$ cat config.mk
export PLATFORM = sky130hd
export DESIGN_NAME = simdCore
export DESIGN_NICKNAME = d
export VERILOG_FILES = /design/src/hw/simdDataPkg.sv /design/src/hw/simdIsaPkg.sv /design/src/hw/laneAlu.sv /design/src/hw/simdCore.sv /design/src/hw/simdDecode.sv /design/src/hw/simdRegFiles.sv /design/src/hw/simdSequencer.sv
export SDC_FILE = /design/constraint.sdc
export NUM_CORES = 1
export LEC_CHECK = 0
export BUFFER_PORTS_ARGS = -buffer_cell sky130_fd_sc_hd__buf_2
export CELL_PAD_IN_SITES_DETAIL_PLACEMENT = 0
export CELL_PAD_IN_SITES_GLOBAL_PLACEMENT = 2
export CORE_UTILIZATION = 30
export DETAILED_ROUTE_END_ITERATION = 10
export HOLD_SLACK_MARGIN = 0.05
export PLACE_DENSITY = 0.71
export SETUP_SLACK_MARGIN = 0.5
export SYNTH_ARGS = -nofsm -noshare
export SYNTH_HDL_FRONTEND = slang
export SYNTH_SLANG_ARGS = --single-unit
export TNS_END_PERCENT = 10
$ cat constraint.sdc
create_clock -name clk -period 10.95 [get_ports clk]
set_input_delay 0.5475 -clock clk [delete_from_list [all_inputs] [get_ports clk]]
set_output_delay 0.5475 -clock clk [all_outputs]
set_load 0.03 [all_outputs]
$ cat src/hw/simdDataPkg.sv
package simdDataPkg;

    typedef logic [15:0] dataWord_t;
    typedef logic [1:0]  regIdx_t;
    typedef logic [9:0]  memAddr_t;

    typedef enum logic [1:0] {
        Half,
        Octet,
        Quad
    } laneMode_t;

    localparam int NumRegs  = 4;  // per bank
    localparam int NumBanks = 3;  // one per lane mode

    typedef enum logic [2:0] {
        Idle,
        Fetch,
        Decode,
        Execute,
        Memory,
        Writeback,
        Halted
    } seqState_t;

endpackage

$ cat src/hw/simdIsaPkg.sv
package simdIsaPkg;

    typedef logic [17:0] instrWord_t;
    typedef logic [5:0]  opcode_t;
    typedef logic [9:0]  immField_t;

    // family bases, +0/+1/+2 picks half, octet, quad
    localparam opcode_t OpAddRegBase = 6'd0;
    localparam opcode_t OpAddImmBase = 6'd3;
    localparam opcode_t OpSubRegBase = 6'd6;
    localparam opcode_t OpSubImmBase = 6'd9;
    localparam opcode_t OpAndBase    = 6'd27;
    localparam opcode_t OpOrBase     = 6'd30;
    localparam opcode_t OpNotBase    = 6'd33;
    localparam opcode_t OpLoopJump   = 6'd36;
    localparam opcode_t OpSetLoop    = 6'd37;
    localparam opcode_t OpLoadBase   = 6'd38;
    localparam opcode_t OpStoreBase  = 6'd41;
    localparam opcode_t OpSetBase    = 6'd44;
    localparam opcode_t OpHalt       = 6'd63;

    // field positions in the instruction word
    localparam int OpcodePos = 12;
    localparam int DstHiPos  = 10;  // reg of imm, set, load, store
    localparam int SrcAPos   = 2;
    localparam int SrcBPos   = 0;

    typedef enum logic [3:0] {
        Nop,
        Add,
        Sub,
        And,
        Or,
        Not,
        Set,
        Load,
        Store,
        LoopJump,
        SetLoop,
        Halt
    } opClass_t;

endpackage

$ cat src/hw/laneAlu.sv
`timescale 1ns/1ns

module laneAlu (
    input  simdIsaPkg::opClass_t   opClass,
    input  simdDataPkg::laneMode_t laneMode,
    input  logic                   immForm,
    input  simdIsaPkg::immField_t  imm,
    input  simdDataPkg::dataWord_t dstData,
    input  simdDataPkg::dataWord_t srcData,
    output simdDataPkg::dataWord_t aluResult
);
    import simdIsaPkg::*;
    import simdDataPkg::*;

    dataWord_t  wideImm;
    dataWord_t  operandB;
    dataWord_t  bInv;
    dataWord_t  laneSum;
    logic       isSub;
    logic [3:0] carryIn;  // carry into each nibble
    logic [4:0] nibSum [4];

    // immediate replicated across lanes
    always_comb
    begin
        case (laneMode)
            Octet:   wideImm = {2{imm[7:0]}};
            Quad:    wideImm = {4{imm[3:0]}};
            default: wideImm = dataWord_t'(imm);
        endcase
    end

    assign isSub    = (opClass == Sub);
    assign operandB = immForm ? wideImm : srcData;
    assign bInv     = isSub ? ~operandB : operandB;  // a + ~b + 1 per lane

    // 4-bit slices, chain cut where a lane starts
    always_comb
    begin
        carryIn[0] = isSub;
        for (int i = 0; i < 4; i++)
        begin
            nibSum[i] = {1'b0, dstData[4*i +: 4]} + {1'b0, bInv[4*i +: 4]}
                + {4'd0, carryIn[i]};
            laneSum[4*i +: 4] = nibSum[i][3:0];
            if (i < 3)
            begin
                if (laneMode == Quad || (laneMode == Octet && i == 1))
                    carryIn[i+1] = isSub;
                else
                    carryIn[i+1] = nibSum[i][4];
            end
        end
    end

    always_comb
    begin
        case (opClass)
            Add, Sub: aluResult = laneSum;
            And:      aluResult = dstData & srcData;
            Or:       aluResult = dstData | srcData;
            Not:      aluResult = ~srcData;
            Set:      aluResult = wideImm;
            Store:    aluResult = dstData;  // goes out on dataOut
            default:  aluResult = '0;
        endcase
    end

endmodule

$ cat src/hw/simdCore.sv
`timescale 1ns/1ns

module simdCore (
    input  logic                   clk,
    input  logic                   rst,
    input  simdIsaPkg::instrWord_t instructionIn,
    input  simdDataPkg::dataWord_t dataIn,
    output simdDataPkg::dataWord_t dataOut,
    output simdDataPkg::memAddr_t  instructionAddress,
    output simdDataPkg::memAddr_t  dataAddress,
    output logic                   dataRead,
    output logic                   dataWrite,
    output logic                   done
);
    import simdIsaPkg::*;
    import simdDataPkg::*;

    logic      decodeStrobe;
    logic      execStrobe;
    logic      wbStrobe;
    opClass_t  opClass;
    laneMode_t laneMode;
    logic      immForm;
    logic      writesReg;
    regIdx_t   dstIdx;
    regIdx_t   srcIdx;
    immField_t imm;
    dataWord_t dstData;
    dataWord_t srcData;
    dataWord_t aluResult;

    simdSequencer seq_i (
        .clk                (clk),
        .rst                (rst),
        .opClass            (opClass),
        .imm                (imm),
        .decodeStrobe       (decodeStrobe),
        .execStrobe         (execStrobe),
        .wbStrobe           (wbStrobe),
        .instructionAddress (instructionAddress),
        .dataAddress        (dataAddress),
        .dataRead           (dataRead),
        .dataWrite          (dataWrite),
        .done               (done)
    );

    simdDecode decode_i (
        .clk           (clk),
        .rst           (rst),
        .decodeStrobe  (decodeStrobe),
        .instructionIn (instructionIn),
        .opClass       (opClass),
        .laneMode      (laneMode),
        .immForm       (immForm),
        .writesReg     (writesReg),
        .dstIdx        (dstIdx),
        .srcIdx        (srcIdx),
        .imm           (imm)
    );

    laneAlu alu_i (
        .opClass   (opClass),
        .laneMode  (laneMode),
        .immForm   (immForm),
        .imm       (imm),
        .dstData   (dstData),
        .srcData   (srcData),
        .aluResult (aluResult)
    );

    simdRegFiles regs_i (
        .clk        (clk),
        .rst        (rst),
        .execStrobe (execStrobe),
        .wbStrobe   (wbStrobe),
        .opClass    (opClass),
        .laneMode   (laneMode),
        .writesReg  (writesReg),
        .dstIdx     (dstIdx),
        .srcIdx     (srcIdx),
        .aluResult  (aluResult),
        .dataIn     (dataIn),
        .dstData    (dstData),
        .srcData    (srcData),
        .dataOut    (dataOut)
    );

endmodule

$ cat src/hw/simdDecode.sv
`timescale 1ns/1ns

module simdDecode (
    input  logic                   clk,
    input  logic                   rst,
    input  logic                   decodeStrobe,
    input  simdIsaPkg::instrWord_t instructionIn,
    output simdIsaPkg::opClass_t   opClass,
    output simdDataPkg::laneMode_t laneMode,
    output logic                   immForm,
    output logic                   writesReg,
    output simdDataPkg::regIdx_t   dstIdx,
    output simdDataPkg::regIdx_t   srcIdx,
    output simdIsaPkg::immField_t  imm
);
    import simdIsaPkg::*;
    import simdDataPkg::*;

    opcode_t   op;
    opcode_t   base;
    opcode_t   offset;
    opClass_t  cls;
    logic      immSel;
    regIdx_t   dstSel;
    regIdx_t   srcSel;
    regIdx_t   fieldHi;
    regIdx_t   fieldA;
    regIdx_t   fieldB;

    function automatic logic inFamily(opcode_t code, opcode_t familyBase);
        return (code >= familyBase) && (code <= familyBase + 6'd2);
    endfunction

    assign op      = instructionIn[OpcodePos +: $bits(opcode_t)];
    assign fieldHi = instructionIn[DstHiPos +: $bits(regIdx_t)];
    assign fieldA  = instructionIn[SrcAPos +: $bits(regIdx_t)];
    assign fieldB  = instructionIn[SrcBPos +: $bits(regIdx_t)];
    assign offset  = op - base;  // lane mode within the family
    assign immSel  = (base == OpAddImmBase) || (base == OpSubImmBase);

    always_comb
    begin
        cls  = Nop;
        base = '0;
        if (inFamily(op, OpAddRegBase))
            cls = Add;
        else if (inFamily(op, OpAddImmBase))
        begin
            cls  = Add;
            base = OpAddImmBase;
        end
        else if (inFamily(op, OpSubRegBase))
        begin
            cls  = Sub;
            base = OpSubRegBase;
        end
        else if (inFamily(op, OpSubImmBase))
        begin
            cls  = Sub;
            base = OpSubImmBase;
        end
        else if (inFamily(op, OpAndBase))
        begin
            cls  = And;
            base = OpAndBase;
        end
        else if (inFamily(op, OpOrBase))
        begin
            cls  = Or;
            base = OpOrBase;
        end
        else if (inFamily(op, OpNotBase))
        begin
            cls  = Not;
            base = OpNotBase;
        end
        else if (inFamily(op, OpLoadBase))
        begin
            cls  = Load;
            base = OpLoadBase;
        end
        else if (inFamily(op, OpStoreBase))
        begin
            cls  = Store;
            base = OpStoreBase;
        end
        else if (inFamily(op, OpSetBase))
        begin
            cls  = Set;
            base = OpSetBase;
        end
        else if (op == OpLoopJump)
            cls = LoopJump;
        else if (op == OpSetLoop)
            cls = SetLoop;
        else if (op == OpHalt)
            cls = Halt;
    end

    // register fields by class
    always_comb
    begin
        dstSel = fieldHi;
        srcSel = fieldB;
        if (((cls == Add || cls == Sub) && !immSel) || cls == And || cls == Or)
            dstSel = fieldA;
        else if (cls == Not)
            dstSel = fieldB;  // not works in place on bits 1..0
    end

    always_ff @(posedge clk)
    begin
        if (rst)
        begin
            opClass   <= Nop;
            laneMode  <= Half;
            immForm   <= 1'b0;
            writesReg <= 1'b0;
        end
        else if (decodeStrobe)
        begin
            opClass   <= cls;
            laneMode  <= laneMode_t'(offset[1:0]);
            immForm   <= immSel;
            writesReg <= cls inside {Add, Sub, And, Or, Not, Set, Load};
        end
    end

    always_ff @(posedge clk)
    begin
        if (decodeStrobe)
        begin
            dstIdx <= dstSel;
            srcIdx <= srcSel;
            imm    <= instructionIn[$bits(immField_t)-1:0];
        end
    end

endmodule

$ cat src/hw/simdRegFiles.sv
`timescale 1ns/1ns

module simdRegFiles (
    input  logic                   clk,
    input  logic                   rst,
    input  logic                   execStrobe,
    input  logic                   wbStrobe,
    input  simdIsaPkg::opClass_t   opClass,
    input  simdDataPkg::laneMode_t laneMode,
    input  logic                   writesReg,
    input  simdDataPkg::regIdx_t   dstIdx,
    input  simdDataPkg::regIdx_t   srcIdx,
    input  simdDataPkg::dataWord_t aluResult,
    input  simdDataPkg::dataWord_t dataIn,
    output simdDataPkg::dataWord_t dstData,
    output simdDataPkg::dataWord_t srcData,
    output simdDataPkg::dataWord_t dataOut
);
    import simdIsaPkg::*;
    import simdDataPkg::*;

    // half, octet, quad banks, indexed by lane mode
    dataWord_t bank [NumBanks][NumRegs];
    dataWord_t resultReg;

    assign dstData = bank[laneMode][dstIdx];
    assign srcData = bank[laneMode][srcIdx];
    assign dataOut = resultReg;

    always_ff @(posedge clk)
    begin
        if (execStrobe)
            resultReg <= aluResult;
    end

    always_ff @(posedge clk)
    begin
        if (rst)
        begin
            for (int b = 0; b < NumBanks; b++)
            begin
                for (int r = 0; r < NumRegs; r++)
                    bank[b][r] <= '0;
            end
        end
        else if (wbStrobe && writesReg)
        begin
            if (opClass == Load)
                bank[laneMode][dstIdx] <= dataIn;  // memory answers in writeback
            else
                bank[laneMode][dstIdx] <= resultReg;
        end
    end

endmodule

$ cat src/hw/simdSequencer.sv
`timescale 1ns/1ns

module simdSequencer (
    input  logic                  clk,
    input  logic                  rst,
    input  simdIsaPkg::opClass_t  opClass,
    input  simdIsaPkg::immField_t imm,
    output logic                  decodeStrobe,
    output logic                  execStrobe,
    output logic                  wbStrobe,
    output simdDataPkg::memAddr_t instructionAddress,
    output simdDataPkg::memAddr_t dataAddress,
    output logic                  dataRead,
    output logic                  dataWrite,
    output logic                  done
);
    import simdIsaPkg::*;
    import simdDataPkg::*;

    seqState_t state;
    seqState_t nextState;
    memAddr_t  pc;
    memAddr_t  nextPc;
    immField_t loopCount;
    logic      takeJump;

    assign decodeStrobe       = (state == Decode);
    assign execStrobe         = (state == Execute);
    assign wbStrobe           = (state == Writeback);
    assign done               = (state == Halted);
    assign instructionAddress = pc;
    assign takeJump           = (opClass == LoopJump) && (loopCount != '0);

    always_comb
    begin
        case (state)
            Idle:      nextState = Fetch;
            Fetch:     nextState = Decode;
            Decode:    nextState = Execute;
            Execute:   nextState = (opClass == Halt) ? Halted : Memory;  // halt seen in ID
            Memory:    nextState = Writeback;
            Writeback: nextState = Fetch;
            default:   nextState = state;  // halted until reset
        endcase
    end

    always_ff @(posedge clk)
    begin
        if (rst)
            state <= Idle;
        else
            state <= nextState;
    end

    always_ff @(posedge clk)
    begin
        if (rst)
        begin
            pc        <= '0;
            loopCount <= '0;
        end
        else if (state == Execute)
        begin
            if (opClass == SetLoop)
                loopCount <= imm;
            else if (takeJump)
                loopCount <= loopCount - 1'b1;
        end
        else if (state == Writeback)
            pc <= nextPc;
    end

    always_ff @(posedge clk)
    begin
        if (state == Execute)
        begin
            nextPc <= takeJump ? memAddr_t'(imm) : pc + 1'b1;
            if (opClass == Load || opClass == Store)
                dataAddress <= memAddr_t'(imm);
        end
    end

    // load reads through mem and wb, store writes in mem only
    always_ff @(posedge clk)
    begin
        if (rst)
        begin
            dataRead  <= 1'b0;
            dataWrite <= 1'b0;
        end
        else
        begin
            case (state)
                Execute:
                begin
                    dataRead  <= (opClass == Load);
                    dataWrite <= (opClass == Store);
                end
                Memory:    dataWrite <= 1'b0;
                Writeback: dataRead <= 1'b0;
                default:   dataWrite <= 1'b0;
            endcase
        end
    end

endmodule

== Yosys cells after proc, flatten, opt, wreduce, memory -nomap -nowiden ==
Memory sizes are Yosys's and may differ from the RTL's. A register that Yosys moved wholly into a read port is not among the register bits.
Cells that the tools add are included.

* Register bits after elaboration: 83
* Bits in writable memories: 192
* Logic and storage cells: 311
* Memories: 1

{| class="wikitable"
|+ Memory list
! memory !! depth !! width !! rd ports !! clocked after Yosys merged registers in !! wr ports !! RTL line !! source
|-
| regs_i.bank || 3 || 64 || 1 || 1 || 3 || simdRegFiles.sv:23 || <nowiki>dataWord_t bank [NumBanks][NumRegs];</nowiki>
|}

* Add/sub/neg operators: 11
* Magnitude comparators: 23
* Eq/ne operators: 31
* Mux-type cells: 126
* Bitwise logic cells: 71
* Reduce and logical (&&, ||, !) cells: 33

{| class="wikitable"
|+ Operator list
! kind !! number
|-
| 64-bit 2-to-1 mux || 4
|-
| 16-bit 2-to-1 mux || 7
|-
| 16-bit case mux with 6 select lines || 1
|-
| 1-bit 2-to-1 mux || 75
|-
| 16-bit binary-select mux with 2-bit select || 2
|-
| 1-bit bitwise OR || 64
|-
| 64-bit OR reduction || 1
|-
| 6-bit 2-to-1 mux || 10
|-
| 4-bit 2-to-1 mux || 13
|-
| 16-bit demux with 2-bit select || 1
|-
| 4-bit by 3-bit equality test with 1-bit output (second input constant) || 8
|-
| 16-bit inverter || 2
|-
| 16-bit case mux with 2 select lines || 1
|-
| 6-bit <= comparator (second input constant) || 5
|-
| 10-bit 2-to-1 mux || 3
|-
| 6-bit greater-or-equal comparator (second input constant) || 4
|-
| 6-bit equality test (second input constant) || 3
|-
| 16-bit AND || 1
|-
| 4-bit by 2-bit equality test with 1-bit output (second input constant) || 4
|-
| 4-bit equality test (second input constant) || 4
|-
| 16-bit bitwise OR || 1
|-
| 4-bit by 4-bit adder with 5-bit output || 3
|-
| 5-bit by 1-bit adder with 5-bit output || 3
|-
| 3-bit case mux with 5 select lines || 1
|-
| 38 further kinds || 74
|}

== Longest topological paths before layout ==
Gate-level depths: netlist of the first run.

* Depth after elaboration: 20
* Depth in mapped cells: 30

== Modules after synthesis ==
From an unflattened synthesis of the first run, not the netlist that was laid out.

* Cell total of the unflattened synthesis: 1,511
* Area total of the unflattened synthesis: 17,864.6 µm²

{| class="wikitable"
|+ By module, submodules not included
! module !! instances !! cells an instance !! area each (µm²) !! sequential area each (µm²)
|-
| simdRegFiles || 1 || 898 || 12,653.4 || 8,167.8
|-
| simdSequencer || 1 || 221 || 2,188.3 || 1,101.1
|-
| laneAlu || 1 || 272 || 1,863.0 || 0.0
|-
| simdDecode || 1 || 120 || 1,159.9 || 520.5
|}

== Least setup slack after synthesis of the first run ==
No wires, ideal clock.

* Kind: register -> register
* Start: register (tool-made name)
* End: register regs_i.resultReg[15], in the netlist regs_i.dataOut[15] (data pin)
* Setup time: 0.259 ns
* Data arrival time: 6.206 ns
* Required time: 10.691 ns
* Slack: 4.485 ns
* Stages on the path, launching flop included: 30
* Buffers on the path: 2
* Path through: dfxtp_1 -> buf_6 -> buf_4 -> mux4_2 -> mux4_2 -> mux2i_1 -> xnor2_1 -> ha_1 -> nor2b_1 -> o21ai_0 -> a22o_1 -> fa_1 -> inv_1 -> fa_1 -> a21oi_1 -> nor2b_1 -> o21ai_0 -> o21ai_0 -> fa_1 -> fa_1 -> a21o_1 -> a211oi_1 -> a21oi_1 -> fa_1 -> a21o_1 -> a21oi_1 -> xnor2_1 -> xnor2_1 -> o32a_1 -> nand2_1

{| class="wikitable"
|+ RTL lines
! what !! RTL line !! source
|-
| end signal: assignment || simdRegFiles.sv:33 || <nowiki>resultReg <= aluResult;</nowiki>
|-
| end: declaration || simdRegFiles.sv:24 || <nowiki>dataWord_t resultReg;</nowiki>
|}

==> results of run 1 <==
-- registers in the layout (all words and copies together) (netlist names), 3 cells and up, named ones only --
register	count
regs_i.bank	256
seq_i.loopCount	10
seq_i.state	3
seq_i.dataAddress	10
decode_i.imm	10
regs_i.dataOut	16
seq_i.instructionAddress	10
seq_i.nextPc	10
decode_i.opClass	4
-- cell usage after synthesis (8+ instances only) --
library cell	n
a211oi_1	9
a21o_1	9
a21oi_1	44
a22oi_1	15
buf_1	9
buf_2	9
clkbuf_1	58
dfxtp_1	35
edfxtp_1	304
ha_1	16
inv_1	28
mux2_2	22
mux2i_1	68
mux4_1	9
mux4_2	81
nand2_1	129
nand2b_1	17
nand3_1	16
nor2_1	248
nor2b_1	13
nor3_1	20
o21ai_0	43
o22ai_1	8
xnor2_1	32
xor2_1	13
-- final cells by class --
cell class                      instances  area [sq um]
Antenna cell                            1         2.502
Clock buffer                           48          1020
Clock inverter                         20         121.4
Fill cell                            5616         37130
Inverter                               31         116.4
Multi-Input combinational cell        916          7044
Sequential cell                       339          9834
Tap cell                              756         945.9
Timing Repair Buffer                  105         603.1
-- metrics by stage --
step / setup WS, ns / cell area (sq um) / hold slack (ns) / std cells
after detailed placement: 3.191 / 18540 / 0.4512 / 2147
final: 3.244 / 19690 / 0.1746 / 2216
after global routing: 2.720 / 19690 / 0.1584 / 2215
after global placement: 3.252 / 18540 / 0.4482 / 2147
after CTS: 3.176 / 19690 / 0.1515 / 2215
after floorplan: 4.485 / 17360 / 0.4206 / 1372
-- worst max-delay path: stages, from the launching register on --
cell	delay, ns
dfxtp_4	0.83
buf_4	0.67
mux4_2	0.60
mux4_2	0.52
mux2i_1	0.18
xnor2_1	0.09
ha_1	0.35
o21ai_0	0.11
a22o_1	0.18
fa_1	0.18
inv_1	0.07
fa_1	0.41
a21oi_1	0.17
nor2b_1	0.06
o21ai_0	0.13
o21ai_0	0.16
fa_1	0.44
fa_1	0.41
a21o_1	0.17
a211oi_1	0.22
a21oi_1	0.08
fa_1	0.42
a21o_1	0.18
a21oi_1	0.18
xnor2_1	0.19
xnor2_1	0.19
o32a_1	0.18
nand2_1	0.05
-- power by group through the flow --
stage / logic (mW) / registers, mW / clock network (mW)
CTS: 0.456 / 1.48 / 1.24
floorplan: 0.335 / 1.49 / 0
global placement: 0.452 / 1.50 / 0
global route: 0.498 / 1.48 / 1.28
detailed placement: 0.453 / 1.51 / 0
finish: 0.455 / 1.48 / 1.21
-- layout by cell type, fill, tap and decap left out, types with 9 or more instances in the layout --
| master | instances |
|---|---|
| mux4_1 | 9 |
| mux4_2 | 81 |
| nand3_1 | 16 |
| dfxtp_1 | 33 |
| buf_4 | 31 |
| a21o_1 | 9 |
| nand2b_1 | 17 |
| mux2_2 | 22 |
| ha_1 | 16 |
| a21oi_1 | 44 |
| o21ai_0 | 43 |
| xor2_1 | 13 |
| nor2_1 | 248 |
| inv_1 | 28 |
| buf_2 | 74 |
| a22oi_1 | 15 |
| nor2b_1 | 13 |
| nor3_1 | 16 |
| xnor2_1 | 32 |
| mux2i_1 | 68 |
| nand2_1 | 129 |
| edfxtp_1 | 304 |
| clkbuf_16 | 39 |
-- routing by layer --
layer  GRT usage  vias to the layer above  share of wire  wire, um
li1            -                     5243              -         -
met1      0.2472                     6007           0.45     23900
met2      0.2875                      365           0.47     24770
met3     0.02769                       73          0.054      2827
met4     0.04486                        0          0.020      1030
met5           0                        -              0         0
-- final timing paths --
path                                     end  slack, ns  cells past startpoint
max             regs_i.dataOut[15]$_DFFE_PP_       3.24                     27
min                decode_i.imm[9]$_DFFE_PP_       0.17                      1
max reg2reg     regs_i.dataOut[15]$_DFFE_PP_       3.24                     27
min reg2reg  decode_i.writesReg$_SDFFE_PP0P_       0.46                      2
-- kinds of logic (layout without fill, tap and decap cells) --
kind of cell,count (synthesis),in the layout,synth area share
other,0,1,0
AO/OA/AOI/OAI,180,180,0.06703
AND/OR/NAND/NOR,484,484,0.1199
XOR/XNOR,45,45,0.02270
buffers and inverters,117,204,0.02977
multiplexers,184,184,0.1748
flip-flops,339,339,0.5662
adder cells (fa/ha/maj),23,23,0.01960
==> flow_metrics.tcl, run 1 <==
set metrics [dict create \
    finalPower_mw 3.142 \
    synthTopCellsByArea "edfxtp_1 (53%), mux4_2 (11%), nor2_1 (5.4%)" \
    fp.dieH_um 242.6 \
    cap_violations 0 \
    wl_um 52520 \
    leakage_nw 6.850 \
    min_path_type "in -> reg" \
    fp.dieArea_sq_mm 0.05883 \
    cts_resized 0 \
    clk_latency_ns 0.56 \
    crit_arrival_ns 8.02 \
    seq_power_share 0.470 \
    clkPwrFrac 0.385 \
    worstSetupEndpointType "flop" \
    crit_type "reg -> reg" \
    vias 11690 \
    ys_async_sr_fraction 0 \
    post-route-util 0.3465 \
    hold_viol 0 \
    dp_hpwl_um 34450 \
    via_per_inst 5.274 \
    cts_max_level 2 \
    cts_sinks 339 \
    first_pass_iters 5 \
    antenna_found_initial 0 \
    ir_drop_mv 0.08936 \
    cts_buffer_depth 3 \
    globalplace.congestion 0.7955 \
    yosys_warnings 0 \
    nNetsFinal 1491 \
    grt.total_usage 0.1775 \
    syn_inst 1372 \
    p_int_mw 2.301 \
    synth.distinct_cells 70 \
    rsz0062_at_grt "no" \
    antenna_left 0 \
    postCtsSetupBuffers 0 \
    drc 0 \
    switching_power_mw 0.8408 \
    report.final.slew_viol_count 0 \
    fin_crit_sh 0.7037 \
    fp.dieW_um 242.6 \
    cts_hold_buf 0 \
    setup_viol 0 \
    yosysSeqAreaShare 0.5662 \
    cts_tree "done" \
    yosys.area.top_type_share 0.5259 \
    grt_pass1_wl_um 77200 \
    initial_core_util 0.3055 \
    cts_buffers 39 \
    tns_ns 0 \
    grt_pass1_vias 11570 \
    p_comb_frac 0.145 \
    skew_ns 0.01281 \
    cp.required_ns 11.26 \
    relSlewSlack 0.1639 \
    drt_iter0_drc 1164 \
    tightest_slew_ns 1.254 \
    postSynthAreaPerCell_sq_um 12.65 \
    sw_frac_of_total 0.2676 \
    numPortBuffers 74 \
    rows 87 \
    fmax_mhz 129.8 \
    core_area_sq_mm 0.05682 \
    synth_top_cell_by_area "edfxtp_1" \
    min-delay-start "instructionIn[9]" \
    worstPathMaxFanout 34 \
    start_kind "flop" \
    area_growth_pct 13.41 \
    ys_seq_elements 339 \
    clk_pin_slew_ns 0.06 \
    drive_gt1_frac 0.1974 \
    synth_edf_count 304 \
    root_buffer "clkbuf_16" \
    overflow 0 \
    wire_per_inst_um 23.70 \
    status "finished clean" \
    netlist_area_sq_mm 0.01736 \
    powerDensity_mw_per_mm2 159.6 \
    io_pins 75 \
    grt_max_degree 54 \
    synth_ff_type "edfxtp_1" \
    syn_nets 1431 \
    min_period_ns 7.706 \
]
(Power assumes the default switching activity.)
==> run 2, diff against run 1 <==
Clock period 10.95 ns to 8 ns, I/O delays scaled along.
==> flow_metrics.tcl, run 2 (synthesized netlist as in run 1, its figures left out) <==
set metrics [dict create \
    setup_ws_ns 1.026 \
    crit_type "reg -> reg" \
    numPortBuffers 74 \
    hold_depth 3 \
    place_ws_ns 0.9025 \
    largest_reg_flops 256 \
    min_path_type "in -> reg" \
    drive_gt1_frac 0.2039 \
    holdWs_ns 0.2634 \
    cts_buffer_depth 3 \
    grt.total_usage 0.1840 \
    globalplace.congestion 0.7881 \
    setup_viol 0 \
    ir_drop_mv 0.1400 \
    place_inst 2153 \
    stdcell_count 2237 \
    wire_per_inst_um 24.12 \
    clk_pin_slew_ns 0.06 \
    r2r_cells 29 \
    cts_tree "done" \
    tns_ns 0 \
    grt_pass1_wl_um 79840 \
    final_cell_mix "edfxtp_1 (304), nor2_1 (248), nand2_1 (129)" \
    grt_pass1_vias 12000 \
    skew_ns 0.04114 \
    post_dp_cell_area_sq_mm 0.01860 \
    cts_max_level 2 \
    post-route-util 0.3532 \
    cap_violations 0 \
    nNetsFinal 1509 \
    cts_sinks 339 \
    overflow 0 \
    layout_commonest_cell "edfxtp_1" \
    antenna_found_initial 0 \
    powerDensity_mw_per_mm2 225.1 \
    multi_input_area_sq_mm 0.007059 \
    cp.required_ns 8.34 \
    fp.dieH_um 242.6 \
    worstSetupEndpointType "flop" \
    worstPathMaxFanout 23 \
    rsz0062_at_grt "no" \
    top_register "regs_i.bank" \
    rows 87 \
    drc 0 \
    dp_hpwl_um 34930 \
    leakage_nw 7.016 \
    status "finished clean" \
    fillers 5555 \
    antennaDiodeCount 0 \
    cpPeakStageDelay_ns 0.73 \
    finalPower_mw 4.518 \
    cp_common_cell "fa_1" \
    stdcell_area_sq_mm 0.02007 \
    vias 11720 \
    clk_latency_ns 0.60 \
    ff_latch_area_sq_mm 0.009834 \
    fp.dieW_um 242.6 \
    root_buffer "clkbuf_16" \
    tightest_slew_ns 1.256 \
    core_area_sq_mm 0.05682 \
    report.final.slew_viol_count 0 \
    cts_resized 0 \
    io_pins 75 \
    crit_slowest_cell "dfxtp_2" \
    antenna_left 0 \
    via_per_inst 5.238 \
    relSlewSlack 0.1627 \
    hold_viol 0 \
    drt_iter0_drc 1055 \
    start_kind "flop" \
    min_period_ns 6.974 \
    fin_crit_sh 0.8717 \
    first_pass_iters 5 \
    cts_buffers 40 \
    grt_max_degree 54 \
    crit_arrival_ns 7.31 \
    wl_um 53950 \
    initial_core_util 0.3055 \
    fmax_mhz 143.4 \
    area_growth_pct 15.61 \
    fp.dieArea_sq_mm 0.05883 \
]
-- run 2: critical path, delay by kind of cell (launching register included) --
| family | cells | cell delay (ns) |
|---|---|---|
| AND/OR/NAND/NOR | 5 | 0.54 |
| buffers and inverters | 1 | 0.06 |
| XOR/XNOR | 2 | 0.33 |
| flip-flops | 1 | 0.73 |
| multiplexers | 2 | 0.74 |
| adder cells (fa/ha/maj) | 6 | 2.08 |
| AO/OA/AOI/OAI | 13 | 2.21 |
-- run 2: power by group --
part,switching (mW),internal (mW)
Combinational,0.365,0.271
Clock,0.791,1.07
Sequential,0.0457,1.98
-- run 2: final cells by class --
class | instances | share of cell area
inverters | 31 | 0.005798
repair buffers | 122 | 0.03865
flip-flops and latches | 339 | 0.4900
clock inverters | 29 | 0.01552
multi-input cells | 916 | 0.3517
well taps | 756 | 0.04713
clock buffers | 44 | 0.05112
-- run 2: worst paths after layout --
kind | end | slack, ns | startpoint
max | regs_i.dataOut[15]$_DFFE_PP_ | 1.03 | flop
min | regs_i.bank[1][35]$_SDFFCE_PN0P_ | 0.26 | dataIn[3]
min reg2reg | decode_i.writesReg$_SDFFE_PP0P_ | 0.45 | decode_i.writesReg$_SDFFE_PP0P_
max reg2reg | regs_i.dataOut[15]$_DFFE_PP_ | 1.03 | flop
-- run 2: what timing repair did --
| item | CTS | global route |
|---|---|---|
| setup endpoints to repair | 0 | 1 |
| endpoints found under the hold margin | 10 | 0 |
| buffers inserted | 0 | 1 |
| hold buffers | 10 | 0 |
-- run 2: routing by layer --
layer,global-route usage,vias to the layer above,routed length [um]
met5,0,-,0
met4,0.05305,0,1314
met3,0.03567,84,3234
met2,0.2975,410,25250
met1,0.2498,5930,24160
li1,-,5293,-
